## src/hdl/dma_pkg.sv

```systemverilog
package dma_pkg;

    // transfer type doubles as the AXI burst encoding
    typedef enum logic [1:0] {
        TYPE_FIXED   = 2'd0,
        TYPE_INCR    = 2'd1,
        TYPE_CONST   = 2'd2,
        TYPE_UNKNOWN = 2'd3
    } dma_type_e;

    typedef enum logic [7:0] {
        REG_SRC  = 8'h00,
        REG_DEST = 8'h04,
        REG_LEN  = 8'h08,
        REG_CON  = 8'h0C,
        REG_IE   = 8'h10,
        REG_IP   = 8'h14,
        REG_IC   = 8'h18,
        REG_WDT  = 8'h1C
    } dma_reg_e;

    typedef enum logic [1:0] {RD_IDLE, RD_ADDR, RD_DATA} rd_state_e;

    typedef enum logic [1:0] {WR_IDLE, WR_ADDR, WR_DATA, WR_RESP} wr_state_e;

    localparam int unsigned BURST_MAX = 4;
    localparam logic [30:0] WDT_RESET_VALUE = 31'h800;

    // beats of the next burst, an INCR burst stops at the 16-byte boundary
    function automatic logic [2:0] burst_beats(input logic [31:0] addr,
                                               input logic [29:0] words,
                                               input dma_type_e   kind);
        logic [2:0] room;
        room = (kind == TYPE_INCR) ? 3'(BURST_MAX) - {1'b0, addr[3:2]} : 3'(BURST_MAX);
        return (words < 30'(room)) ? words[2:0] : room;
    endfunction

endpackage

```

## src/hdl/dma_regs.sv

```systemverilog
module dma_regs (
    input  logic               clk,
    input  logic               rstn,
    input  logic               psel,
    input  logic               penable,
    input  logic               pwrite,
    input  logic [7:0]         paddr,
    input  logic [31:0]        pwdata,
    input  logic               done,
    input  logic               abort,
    input  logic               timeout_set,
    output logic [31:0]        prdata,
    output logic               pready,
    output logic               start,
    output logic [31:0]        src,
    output logic [31:0]        dest,
    output logic [29:0]        word_cnt,
    output dma_pkg::dma_type_e src_type,
    output dma_pkg::dma_type_e dest_type,
    output logic               busy,
    output logic [30:0]        wdt_reload,
    output logic               irq
);
    import dma_pkg::*;

    logic        apb_wr;
    logic        apb_rd;
    logic [31:0] len;
    logic        con_en;
    logic        ie;
    logic        ip;
    logic        timeout;
    logic        cfg_err;
    logic [31:0] rd_mux;

    // both directions act in the setup phase
    assign apb_wr   = psel && !penable && pwrite;
    assign apb_rd   = psel && !penable && !pwrite;
    assign pready   = 1'b1;
    assign word_cnt = len[31:2];
    assign irq      = ie && ip;

    // a constant source value needs no alignment
    assign cfg_err = (len == '0) || (len[1:0] != 2'b00) ||
                     (src_type == TYPE_UNKNOWN) ||
                     (dest_type == TYPE_UNKNOWN) || (dest_type == TYPE_CONST) ||
                     (src_type != TYPE_CONST && src[1:0] != 2'b00) ||
                     (dest[1:0] != 2'b00);

    assign start = con_en && !cfg_err;

    always_ff @(posedge clk or negedge rstn) begin
        if (!rstn) begin
            src        <= '0;
            dest       <= '0;
            len        <= '0;
            ie         <= 1'b0;
            wdt_reload <= WDT_RESET_VALUE;
        end else if (apb_wr) begin
            case (paddr)
                REG_SRC:  src <= pwdata;
                REG_DEST: dest <= pwdata;
                REG_LEN:  len <= pwdata;
                REG_IE:   ie <= pwdata[0];
                REG_WDT:  wdt_reload <= pwdata[30:0];
                default:  ;
            endcase
        end
    end

    always_ff @(posedge clk or negedge rstn) begin
        if (!rstn) begin
            con_en    <= 1'b0;
            busy      <= 1'b0;
            src_type  <= TYPE_FIXED;
            dest_type <= TYPE_FIXED;
        end else if (apb_wr && paddr == REG_CON && !busy) begin
            con_en    <= pwdata[0];
            busy      <= pwdata[0];
            src_type  <= dma_type_e'(pwdata[5:4]);
            dest_type <= dma_type_e'(pwdata[7:6]);
        end else begin
            con_en <= 1'b0;
            if ((con_en && cfg_err) || done || abort) begin
                busy <= 1'b0;
            end
        end
    end

    always_ff @(posedge clk or negedge rstn) begin
        if (!rstn) begin
            ip      <= 1'b0;
            timeout <= 1'b0;
        end else begin
            if (done) begin
                ip <= 1'b1;
            end else if (apb_wr && paddr == REG_IC && pwdata[0]) begin
                ip <= 1'b0;
            end
            // sticky until software writes bit 31 low
            if (timeout_set) begin
                timeout <= 1'b1;
            end else if (apb_wr && paddr == REG_WDT && !pwdata[31]) begin
                timeout <= 1'b0;
            end
        end
    end

    always_comb begin
        rd_mux = '0;
        case (paddr)
            REG_SRC:  rd_mux = src;
            REG_DEST: rd_mux = dest;
            REG_LEN:  rd_mux = len;
            REG_CON:  rd_mux = {busy, 23'b0, dest_type, src_type, 3'b0, con_en};
            REG_IE:   rd_mux = {31'b0, ie};
            REG_IP:   rd_mux = {31'b0, ip};
            REG_WDT:  rd_mux = {timeout, wdt_reload};
            default:  rd_mux = '0;
        endcase
    end

    always_ff @(posedge clk) begin
        if (apb_rd) begin
            prdata <= rd_mux;
        end
    end

endmodule

```

## src/hdl/dma_fifo.sv

```systemverilog
module dma_fifo #(
    parameter int FIFO_DEPTH_LOG2 = 4
) (
    input  logic                     clk,
    input  logic                     rstn,
    input  logic                     flush,
    input  logic                     push,
    input  logic [31:0]              push_data,
    input  logic                     pop,
    output logic [31:0]              pop_data,
    output logic [FIFO_DEPTH_LOG2:0] count,
    output logic                     full,
    output logic                     empty
);
    localparam int DEPTH = 1 << FIFO_DEPTH_LOG2;

    logic [31:0]                mem [DEPTH];
    logic [FIFO_DEPTH_LOG2-1:0] wptr;
    logic [FIFO_DEPTH_LOG2-1:0] rptr;

    assign full     = (count == DEPTH);
    assign empty    = (count == '0);
    // head word is visible before the pop
    assign pop_data = mem[rptr];

    always_ff @(posedge clk or negedge rstn) begin
        if (!rstn) begin
            wptr  <= '0;
            rptr  <= '0;
            count <= '0;
        end else if (flush) begin
            wptr  <= '0;
            rptr  <= '0;
            count <= '0;
        end else begin
            if (push) begin
                wptr <= wptr + 1'b1;
            end
            if (pop) begin
                rptr <= rptr + 1'b1;
            end
            case ({push, pop})
                2'b10:   count <= count + 1'b1;
                2'b01:   count <= count - 1'b1;
                default: count <= count;
            endcase
        end
    end

    always_ff @(posedge clk) begin
        if (push && !flush) begin
            mem[wptr] <= push_data;
        end
    end

    a_no_overflow: assert property (@(posedge clk) disable iff (!rstn) push |-> !full);
    a_no_underflow: assert property (@(posedge clk) disable iff (!rstn) pop |-> !empty);

endmodule

```

## src/hdl/dma_rd_engine.sv

```systemverilog
module dma_rd_engine #(
    parameter int FIFO_DEPTH_LOG2 = 4
) (
    input  logic                     clk,
    input  logic                     rstn,
    input  logic                     start,
    input  logic                     abort,
    input  logic [31:0]              src,
    input  logic [29:0]              word_cnt,
    input  dma_pkg::dma_type_e       src_type,
    input  logic [FIFO_DEPTH_LOG2:0] fifo_count,
    input  logic                     fifo_full,
    output logic [31:0]              araddr,
    output logic [7:0]               arlen,
    output logic [1:0]               arburst,
    output logic                     arvalid,
    input  logic                     arready,
    input  logic [31:0]              rdata,
    input  logic                     rlast,
    input  logic                     rvalid,
    output logic                     rready,
    output logic                     push,
    output logic [31:0]              push_data
);
    import dma_pkg::*;

    localparam logic [FIFO_DEPTH_LOG2:0] FIFO_WORDS = 1 << FIFO_DEPTH_LOG2;

    rd_state_e                state;
    logic [31:0]              addr;
    logic [29:0]              words_left;
    logic [2:0]               beats;
    logic                     const_src;
    logic [FIFO_DEPTH_LOG2:0] space;

    assign const_src = (src_type == TYPE_CONST);
    assign beats     = burst_beats(addr, words_left, src_type);
    assign space     = FIFO_WORDS - fifo_count;

    assign araddr  = addr;
    assign arlen   = {5'b0, beats - 3'd1};
    assign arburst = src_type;
    // hold the address until the whole burst fits
    assign arvalid = (state == RD_ADDR) && (space >= {{(FIFO_DEPTH_LOG2 - 2){1'b0}}, beats});
    assign rready  = !fifo_full;

    assign push      = (state == RD_DATA) && (const_src ? !fifo_full : rvalid && rready);
    assign push_data = const_src ? src : rdata;

    always_ff @(posedge clk or negedge rstn) begin
        if (!rstn) begin
            state      <= RD_IDLE;
            addr       <= '0;
            words_left <= '0;
        end else if (abort) begin
            state <= RD_IDLE;
        end else begin
            case (state)
                RD_IDLE: if (start) begin
                    addr       <= src;
                    words_left <= word_cnt;
                    state      <= const_src ? RD_DATA : RD_ADDR;
                end
                RD_ADDR: if (arvalid && arready) begin
                    words_left <= words_left - {27'b0, beats};
                    if (src_type == TYPE_INCR) begin
                        addr <= addr + {27'b0, beats, 2'b00};
                    end
                    state <= RD_DATA;
                end
                RD_DATA: if (const_src) begin
                    // constant fill counts per pushed word
                    if (push) begin
                        words_left <= words_left - 30'd1;
                        if (words_left == 30'd1) begin
                            state <= RD_IDLE;
                        end
                    end
                end else if (push && rlast) begin
                    state <= (words_left == '0) ? RD_IDLE : RD_ADDR;
                end
                default: state <= RD_IDLE;
            endcase
        end
    end

    a_ar_stable: assert property (@(posedge clk) disable iff (!rstn || abort)
        arvalid && !arready |=> arvalid && $stable(araddr) && $stable(arlen));

endmodule

```

## src/hdl/dma_wr_engine.sv

```systemverilog
module dma_wr_engine #(
    parameter int FIFO_DEPTH_LOG2 = 4
) (
    input  logic                     clk,
    input  logic                     rstn,
    input  logic                     start,
    input  logic                     abort,
    input  logic [31:0]              dest,
    input  logic [29:0]              word_cnt,
    input  dma_pkg::dma_type_e       dest_type,
    input  logic [FIFO_DEPTH_LOG2:0] fifo_count,
    input  logic [31:0]              pop_data,
    output logic [31:0]              awaddr,
    output logic [7:0]               awlen,
    output logic [1:0]               awburst,
    output logic                     awvalid,
    input  logic                     awready,
    output logic [31:0]              wdata,
    output logic [3:0]               wstrb,
    output logic                     wlast,
    output logic                     wvalid,
    input  logic                     wready,
    input  logic                     bvalid,
    output logic                     bready,
    output logic                     pop,
    output logic                     done
);
    import dma_pkg::*;

    wr_state_e   state;
    logic [31:0] addr;
    logic [29:0] words_left;
    logic [2:0]  beats;
    logic [2:0]  beat_cnt;

    assign beats = burst_beats(addr, words_left, dest_type);

    assign awaddr  = addr;
    assign awlen   = {5'b0, beats - 3'd1};
    assign awburst = dest_type;
    // only start a burst the FIFO can cover completely
    assign awvalid = (state == WR_ADDR) &&
                     (fifo_count >= {{(FIFO_DEPTH_LOG2 - 2){1'b0}}, beats});

    assign wdata  = pop_data;
    assign wstrb  = 4'hF;
    assign wvalid = (state == WR_DATA);
    assign wlast  = (beat_cnt == 3'd0);
    assign bready = 1'b1;
    assign pop    = wvalid && wready;
    assign done   = (state == WR_RESP) && bvalid && (words_left == '0);

    always_ff @(posedge clk or negedge rstn) begin
        if (!rstn) begin
            state      <= WR_IDLE;
            addr       <= '0;
            words_left <= '0;
            beat_cnt   <= '0;
        end else if (abort) begin
            state <= WR_IDLE;
        end else begin
            case (state)
                WR_IDLE: if (start) begin
                    addr       <= dest;
                    words_left <= word_cnt;
                    state      <= WR_ADDR;
                end
                WR_ADDR: if (awvalid && awready) begin
                    words_left <= words_left - {27'b0, beats};
                    beat_cnt   <= beats - 3'd1;
                    if (dest_type == TYPE_INCR) begin
                        addr <= addr + {27'b0, beats, 2'b00};
                    end
                    state <= WR_DATA;
                end
                WR_DATA: if (pop) begin
                    if (wlast) begin
                        state <= WR_RESP;
                    end else begin
                        beat_cnt <= beat_cnt - 3'd1;
                    end
                end
                WR_RESP: if (bvalid) begin
                    state <= (words_left == '0) ? WR_IDLE : WR_ADDR;
                end
                default: state <= WR_IDLE;
            endcase
        end
    end

    a_aw_stable: assert property (@(posedge clk) disable iff (!rstn || abort)
        awvalid && !awready |=> awvalid && $stable(awaddr) && $stable(awlen));
    a_w_stable: assert property (@(posedge clk) disable iff (!rstn || abort)
        wvalid && !wready |=> wvalid && $stable(wdata) && $stable(wlast));

endmodule

```

## src/hdl/dma_wdt.sv

```systemverilog
module dma_wdt (
    input  logic        clk,
    input  logic        rstn,
    input  logic        busy,
    input  logic        start,
    input  logic        push,
    input  logic        pop,
    input  logic [30:0] wdt_reload,
    output logic        abort,
    output logic        timeout_set
);
    import dma_pkg::*;

    logic [30:0] cnt;
    logic        expired;

    assign expired     = busy && (cnt == '0);
    assign timeout_set = expired;

    always_ff @(posedge clk or negedge rstn) begin
        if (!rstn) begin
            cnt   <= WDT_RESET_VALUE;
            abort <= 1'b0;
        end else begin
            abort <= expired;
            // any FIFO traffic counts as progress
            if (start || push || pop || expired) begin
                cnt <= wdt_reload;
            end else if (busy) begin
                cnt <= cnt - 31'd1;
            end
        end
    end

endmodule

```

## src/hdl/dma_top.sv

```systemverilog
module dma_top #(
    parameter int FIFO_DEPTH_LOG2 = 4
) (
    input  logic        clk,
    input  logic        rstn,
    input  logic        psel,
    input  logic        penable,
    input  logic        pwrite,
    input  logic [7:0]  paddr,
    input  logic [31:0] pwdata,
    output logic [31:0] prdata,
    output logic        pready,
    output logic [31:0] araddr,
    output logic [7:0]  arlen,
    output logic [1:0]  arburst,
    output logic        arvalid,
    input  logic        arready,
    input  logic [31:0] rdata,
    input  logic        rlast,
    input  logic        rvalid,
    output logic        rready,
    output logic [31:0] awaddr,
    output logic [7:0]  awlen,
    output logic [1:0]  awburst,
    output logic        awvalid,
    input  logic        awready,
    output logic [31:0] wdata,
    output logic [3:0]  wstrb,
    output logic        wlast,
    output logic        wvalid,
    input  logic        wready,
    input  logic        bvalid,
    output logic        bready,
    output logic        irq
);
    import dma_pkg::*;

    logic                     start;
    logic [31:0]              src;
    logic [31:0]              dest;
    logic [29:0]              word_cnt;
    dma_type_e                src_type;
    dma_type_e                dest_type;
    logic                     busy;
    logic [30:0]              wdt_reload;
    logic                     done;
    logic                     abort;
    logic                     timeout_set;
    logic                     push;
    logic [31:0]              push_data;
    logic                     pop;
    logic [31:0]              pop_data;
    logic [FIFO_DEPTH_LOG2:0] count;
    logic                     full;

    dma_regs u_regs (.*);

    dma_fifo #(.FIFO_DEPTH_LOG2(FIFO_DEPTH_LOG2)) u_fifo (
        .*,
        .flush (abort),
        .empty ()
    );

    dma_rd_engine #(.FIFO_DEPTH_LOG2(FIFO_DEPTH_LOG2)) u_rd (
        .*,
        .fifo_count (count),
        .fifo_full  (full)
    );

    dma_wr_engine #(.FIFO_DEPTH_LOG2(FIFO_DEPTH_LOG2)) u_wr (
        .*,
        .fifo_count (count)
    );

    dma_wdt u_wdt (.*);

endmodule

```

## config.mk

```make
export PLATFORM = sky130hd
export DESIGN_NAME = dma_top
export DESIGN_NICKNAME = d
export VERILOG_FILES = /design/src/hdl/dma_pkg.sv /design/src/hdl/dma_regs.sv /design/src/hdl/dma_fifo.sv /design/src/hdl/dma_rd_engine.sv /design/src/hdl/dma_wr_engine.sv /design/src/hdl/dma_wdt.sv /design/src/hdl/dma_top.sv
export SDC_FILE = /design/constraint.sdc
export NUM_CORES = 1
export LEC_CHECK = 0
export BUFFER_PORTS_ARGS = -buffer_cell sky130_fd_sc_hd__buf_2
export CAP_MARGIN = 20
export CORE_UTILIZATION = 35
export DETAILED_ROUTE_END_ITERATION = 10
export PLACE_DENSITY = 0.52
export SETUP_SLACK_MARGIN = 0.1
export SLEW_MARGIN = 0
export SYNTH_ARGS = -nofsm -noshare
export SYNTH_HDL_FRONTEND = slang
export SYNTH_SLANG_ARGS = --single-unit
export TNS_END_PERCENT = 50
```

## constraint.sdc

```tcl
create_clock -name clk -period 6.9 [get_ports clk]
set_input_delay 0.345 -clock clk [delete_from_list [all_inputs] [get_ports clk]]
set_output_delay 0.345 -clock clk [all_outputs]
set_load 0.01 [all_outputs]
```

==> flow_summary_export.csv, run 1 <==
group,metric,value,unit
pwr,powerDensity,372,nW/um^2
timing,drv_slew,0,
yosys,ys_types,95,
critical_path,max_stage_delay,0.63,ns
timing,fin_worst_skew,0.0600,ns
critical_path,r2r_start,"u_regs.dest_type[1]",
critical_path,worst_setup_path_start_kind,"flop",
critical_path,path_cells,"nor2b_1, buf_4, and2_1, inv_1, ha_1, a21oi_1, o22ai_1, nor2_2, o31ai_1, ha_1, nor2b_1, nand2_1, o211a_1, nor3_1, maj3_1, a21oi_1, buf_2",
global_routing,grt_remaining_overflow,0,
drt,firstDrtPassIters,6,
yosys,yosysTopAreaCell,"edfxtp_1",
yosys,synth-edff-count,544,
yosys,yosys_warnings,0,
global_routing,grt_max_degree,169,
drt,drt-vias-per-instance,5.60,
worst_hold_path,whs_path_depth,2,
clock_network,cts.path.max_buffers,3,
clock_network,cts.clk_slew.worst_paths,0.06,ns
drt,wl_per_cell,26.7,um
drt,ant_nets,0,
global_routing,grt_pass1_vias,25800,
critical_path,crit_required,6.55,ns
timing,rsz0062_at_grt,"false",
floorplanning,die_h,338,um
global_routing,grt_pass1_wl,183000,um
pwr,ir_worst_vdd,0.253,mV
pwr,power_leakage,16.9,nW
place,pre_cts_ws,1.37,ns
pwr,power_frac_clock,29.3,%
timing,setup_ws,1.26,ns
critical_path,slowest_stage,"o31ai_1",
timing,setup_viol,0,
pwr,p_sw,6.02,mW
timing,fin_tns_setup,0,ns
drt,drt_iter0_drc,2470,
timing,hold_violations,0,
final_layout,num-fill-cells,10500,
worst_hold_path,hold_end,"u_regs.src[2]",
place,io_buffers,226,
drt,route.detailed.drc,0,
critical_path,crit_path_end_kind,"output pin",
yosys,synth-seq-area-share,61.3,%
timing,min_period,5.64,ns
pwr,pwr-share-seq,39.4,%
final_layout,fin_util,41.1,%
pwr,power_frac_comb,31.3,%
yosys,syn-cell-area,39400,um^2
floorplanning,ioPinCount,243,
critical_path,ff2ff_setup_slack,1.30,ns
global_routing,grt_antenna_before_repair,2,
clock_network,cts_tree,"yes",
clock_network,cts.sinks,856,
floorplanning,fp-row-count,122,
yosys,yosysMostFrequentCell,"edfxtp_1",
timing,tightest_slew,1.03,ns
timing,period_share,81.8,%
floorplanning,die-area,114000,um^2
critical_path,timing.rr.end,"u_wr.words_left[25]",
floorplanning,fp.dieW,338,um
critical_path,cp_num_buf_inv,3,
clock_network,clkLatencyLatePin,0.71,ns
pwr,switching_share,35.4,%
yosys,netlist_top_cells_area,"edfxtp_1, dfrtp_1, mux4_2",
yosys,ys_top_cells_by_count,"edfxtp_1, dfrtp_1, nand2_1",
floorplanning,core_area,111000,um^2
place,gp_congestion,0.890,
yosys,async_reset_ff_share,36.4,%
worst_hold_path,holdCritStartpoint,"pwdata[2]",
clock_network,root_buffer,"clkbuf_16",
floorplanning,start_util,35.5,%
yosys,synth-seq-cells,856,
critical_path,reg2reg_depth,18,
worst_hold_path,hold_path.class,"input pin to flop",
place,dpl_cell_area,42400,um^2
place,dpl.hpwl,84900,um
run_status,status,"finished clean",
yosys,synth_ff_type,"edfxtp_1",
pwr,intPower,11.0,mW
critical_path,path_max_fanout,9,
global_routing,grt_use_total,22.1,%
critical_path,crit_family,"compound AO/OA/AOI/OAI gates",
critical_path,cp.arrival,5.30,ns
run,drv_cap,0,
clock_network,cts_resized,0,
yosys,syn_avg_cell_area,13.5,um^2
critical_path,critPathKind,"flop to output pin",
final_layout,fin_area,45700,um^2
drt,drt-total-wl,127000,um
timing,slew-limit-headroom,31.0,%
yosys,yosysTopAreaCellShare,41.5,%
timing,clock.fmax,177,MHz
yosys,syn_inst,2923,
final_layout,nets,3299,
clock_network,cts_buffers,93,
final_layout,drive_gt1_share,24.3,%
critical_path,worstSetupStartpoint,"u_regs.dest_type[1]",
final_layout,area_growth,16.0,%
drt,via_count,26500,
clock_network,cts-htree-levels,3,
==> metal layers <==
layer  GRT usage [%]  part of all wire (%)
met3            4.47                   7.0
met5               0                     0
met2            34.9                    47
met1            30.7                    43
met4            6.60                   2.9
==> power by group through the flow <==
stage / Clock [mW] / Sequential (mW) / Combinational (mW)
detailed placement: 0 / 6.80 / 5.35
finish: 4.98 / 6.71 / 5.33
global placement: 0 / 6.81 / 5.33
CTS: 5.07 / 6.71 / 5.38
floorplan: 0 / 6.48 / 3.84
global route: 5.25 / 6.80 / 5.82
==> worst max-delay path by stage <==
stage	slack, ns	cells past startpoint	to
5_1_grt	0.82	17	awvalid
4_1_cts	1.27	17	awvalid
2_1_floorplan	1.13	7	u_fifo.mem[3][0]
3_5_place_dp	1.37	18	u_wr.words_left[25]
6_report	1.26	17	awvalid
3_3_place_gp	1.44	18	u_wr.words_left[6]
==> registers in the layout, indices dropped and copies added (netlist names), 31 cells and up <==
signal / cells
u_fifo.mem: 512
u_rd.araddr: 32
u_regs.dest: 32
u_regs.len: 32
u_regs.prdata: 32
u_regs.src: 32
u_wr.awaddr: 32
u_regs.wdt_reload: 31
u_wdt.cnt: 31
==> metrics by stage <==
step / std cells / hold WS [ns] / power, mW
6_report: 4738 / 0.0370 / 17.0
5_1_grt: 4738 / 0.0246 / 17.9
4_1_cts: 4736 / 0.00368 / 17.2
3_5_place_dp: 4538 / 0.394 / 12.1
3_3_place_gp: 4538 / 0.396 / 12.1
2_1_floorplan: 2937 / 0.0494 / 10.3
==> worst register-to-register path, cell delays in order, from the launching register on <==
cell and delay, ns:
dfrtp_1 0.48, nor2b_1 0.15, buf_4 0.19, and2_1 0.24, inv_1 0.16, ha_1 0.33
a21oi_1 0.09, o22ai_1 0.56, nor2_2 0.19, o31ai_1 0.63, ha_1 0.35, nor2b_1 0.22
nand2_1 0.09, o211a_1 0.22, o32a_1 0.37, or2_1 0.40, a21oi_4 0.45, a21oi_1 0.08
o2bb2a_1 0.32
==> cells in the final DEF, fill, tap and decap left out, drive strengths merged, types with 13 or more instances in the layout <==
master       Yosys  final
a21o            14     14
a21oi          160    160
a221o           13     13
a22oi           42     42
a31oi           17     17
and2            27     27
and3            18     18
buf             44    287
clkbuf         129    120
clkinv           0     34
conb             2     16
dfrtp          310    310
dlygate4sd3      0     28
edfxtp         544    544
ha              41     41
inv             59     61
mux2           134    134
mux2i           56     56
mux4           160    160
nand2          291    291
nand2b          14     14
nand3           46     46
nand4           29     29
nor2           172    172
nor3            63     63
nor4            40     40
o211ai          21     21
o21ai          175    175
o22ai           31     31
or3             22     22
xnor2           30     30
xor2            30     30
==> kinds of logic (layout without fill, tap and decap cells) <==
logic type / after synthesis / after routing / synth area share (%)
AO/OA/AOI/OAI: 587 / 587 / 9.40
XOR/XNOR: 60 / 60 / 1.33
adder cells (fa/ha/maj): 43 / 43 / 1.38
buffers and inverters: 232 / 544 / 2.44
flip-flops: 856 / 856 / 61.3
multiplexers: 350 / 350 / 14.4
other: 2 / 17 / 0.0191
AND/OR/NAND/NOR: 793 / 793 / 9.74
==> cell type report <==
type / instances / area (um^2) / share of cell area [%]
Sequential cell: 856 / 24200 / 52.8
Multi-Input combinational cell: 1849 / 14500 / 31.7
Clock buffer: 120 / 2510 / 5.49
Timing Repair Buffer: 315 / 1920 / 4.20
Tap cell: 1488 / 1860 / 4.07
Clock inverter: 50 / 553 / 1.21
Inverter: 59 / 221 / 0.484
Antenna cell: 1 / 2.50 / 0.00547
==> repair_timing <==
item | CTS | global route
buffers inserted | 0 | 0
hold endpoints to repair | 171 | 0
hold buffers | 28 | 0
(Power assumes the default switching activity.)
==> inputs of run 2 (changes only) <==
--- a/config.mk
+++ b/config.mk
@@ -9,7 +9,7 @@
 export CAP_MARGIN = 20
 export CORE_UTILIZATION = 35
 export DETAILED_ROUTE_END_ITERATION = 10
-export PLACE_DENSITY = 0.52
+export PLACE_DENSITY = 0.54
 export SETUP_SLACK_MARGIN = 0.1
 export SLEW_MARGIN = 0
 export SYNTH_ARGS = -nofsm -noshare
==> constraint.sdc (replaced) <==
create_clock -name clk -period 4.85 [get_ports clk]
set_input_delay 0.2425 -clock clk [delete_from_list [all_inputs] [get_ports clk]]
set_output_delay 0.2425 -clock clk [all_outputs]
set_load 0.01 [all_outputs]
==> flow_summary_export.csv, run 2 (same netlist as run 1, synthesis figures left out) <==
group,metric,value,unit
critical_path,max_stage_delay,0.37,ns
pwr,total_power,24.4,mW
clock_network,cts.path.max_buffers,3,
pwr,intPower,15.7,mW
drt,via_count,27200,
drt,firstDrtPassIters,6,
clock_network,cts.sinks,856,
critical_path,path_cells,"inv_1, ha_1, and2_2, inv_1, ha_1, a21oi_1, o22ai_1, nor2_2, buf_4, nand2_1, o31ai_4, ha_4, nor2b_4, nand2_1, o211a_1, nor3_1, maj3_1, a21oi_1, buf_2",
clock_network,cts_buffers,93,
critical_path,r2r_start,"u_wr.awaddr[2]",
pwr,power_leakage,17.3,nW
clock_network,cts.clk_slew.worst_paths,0.06,ns
place,dpl.hpwl,86400,um
clock_network,cts_tree,"yes",
pwr,p_sw,8.62,mW
timing,fin_worst_skew,0.0407,ns
floorplanning,start_util,35.5,%
timing,rsz0062_at_grt,"true",
global_routing,grt_max_degree,128,
worst_hold_path,hold_path.class,"input pin to flop",
worst_hold_path,holdCritStartpoint,"paddr[2]",
critical_path,crit_family,"adder cells",
critical_path,worst_setup_path_start_kind,"flop",
timing,setup_viol,0,
timing,min_period,4.58,ns
final_layout,nets,3357,
timing,clock.fmax,218,MHz
drt,drt-vias-per-instance,5.67,
global_routing,grt_pass1_wl,185000,um
global_routing,grt_antenna_before_repair,4,
drt,drt_iter0_drc,2629,
drt,route.detailed.drc,0,
pwr,powerDensity,525,nW/um^2
clock_network,cts-htree-levels,3,
place,io_buffers,226,
drt,drt-total-wl,128000,um
drt,wl_per_cell,26.7,um
pwr,ir_worst_vdd,0.338,mV
run_status,status,"finished clean",
critical_path,cp.arrival,4.34,ns
critical_path,timing.rr.end,"u_wr.words_left[15]",
worst_hold_path,hold_end,"u_regs.ip",
critical_path,cp_num_buf_inv,4,
final_layout,largest_reg_flops,512,
worst_hold_path,whs_path_depth,4,
pwr,power_frac_clock,28.8,%
global_routing,grt_pass1_vias,25900,
critical_path,critPathKind,"flop to output pin",
global_routing,grt_use_total,22.3,%
floorplanning,die-area,114000,um^2
floorplanning,fp.dieW,338,um
clock_network,clkLatencyLatePin,0.69,ns
timing,fin_tns_setup,0,ns
critical_path,reg2reg_depth,21,
global_routing,grt_remaining_overflow,0,
pwr,switching_share,35.4,%
critical_path,path_max_fanout,8,
timing,slew-limit-headroom,33.8,%
timing,period_share,94.4,%
drt,ant_nets,0,
run,drv_cap,0,
final_layout,area_growth,17.6,%
timing,drv_slew,0,
floorplanning,die_h,338,um
final_layout,drive_gt1_share,25.5,%
critical_path,crit_path_end_kind,"output pin",
floorplanning,ioPinCount,243,
critical_path,crit_required,4.61,ns
critical_path,ff2ff_setup_slack,0.30,ns
clock_network,root_buffer,"clkbuf_16",
floorplanning,fp-row-count,122,
critical_path,slowest_stage,"dfrtp_1",
final_layout,num-fill-cells,10400,
timing,hold_violations,0,
timing,tightest_slew,0.987,ns
pwr,power_frac_comb,32.0,%
final_layout,mostFrequentLayoutCell,"edfxtp_1",
final_layout,final_cell_mix,"edfxtp_1, dfrtp_1, nand2_1",
place,gp_congestion,0.883,
floorplanning,core_area,111000,um^2
pwr,pwr-share-seq,39.2,%
final_layout,regMostFlops,"u_fifo.mem",
## run 2: what timing repair did
item	4_1_cts	5_1_grt
endpoints found under the setup margin	5	60
buffers inserted	0	3
resized for setup	1	9
pin swaps	0	3
cloned	0	0
endpoints found under the hold margin	236	0
hold buffers	35	0
## run 2: stage by stage
step	std cells	area, um^2	setup slack (ns)	utilization, %	hold WS (ns)
global route	4796	46300	0.0305	41.7	0.0465
floorplan	2937	39500	0.277	-	-0.0531
global placement	4587	42900	0.109	38.6	0.354
detailed placement	4587	42900	0.0376	38.6	0.352
finish	4798	46300	0.271	41.7	0.0547
CTS	4793	46300	0.193	41.6	0.00487
## run 2: worst max path at each step
stage | start | end | slack [ns] | depth (start not counted)
floorplan | u_wr.awaddr[3] | u_wr.words_left[15] | 0.28 | 20
global placement | u_wr.awaddr[2] | u_wr.words_left[25] | 0.11 | 18
detailed placement | u_wr.awaddr[3] | u_wr.words_left[6] | 0.04 | 18
CTS | u_wr.awaddr[2] | u_wr.words_left[6] | 0.19 | 20
global route | u_wr.awaddr[2] | u_wr.words_left[10] | 0.03 | 21
finish | u_wr.awaddr[2] | awvalid | 0.27 | 19
## run 2: power by group through the flow
stage / clock, mW / sequential [mW] / combinational (mW)
after floorplan: 0 / 9.22 / 5.46
after global placement: 0 / 9.67 / 7.71
after detailed placement: 0 / 9.68 / 7.75
after CTS: 7.12 / 9.54 / 7.80
after global routing: 7.43 / 9.67 / 8.48
final: 7.02 / 9.55 / 7.78
## run 2: area by class of cell
class	count	area (um^2)	area share, %
antenna	2	5.00	0.0108
clock buffer	113	2490	5.38
clock inverter	58	527	1.14
inverter	59	221	0.478
multi-input combinational	1849	14600	31.4
sequential	856	24200	52.1
tap	1488	1860	4.02
timing repair buffer	373	2520	5.44
## run 2: worst register-to-register path, delay by kind of cell, from the launching register on
family,cells,cell delay [ns]
AND/OR/NAND/NOR,6,1.13
adder cells (fa/ha/maj),3,0.78
flip-flops,1,0.37
buffers and inverters,4,0.58
AO/OA/AOI/OAI,8,1.59
## run 2: routing by layer
| metal | share of wire (%) | GRT usage (%) |
|---|---|---|
| met4 | 2.5 | 5.96 |
| met2 | 46 | 34.7 |
| met3 | 8.3 | 5.10 |
| met1 | 43 | 31.3 |
| met5 | 0.018 | 0 |
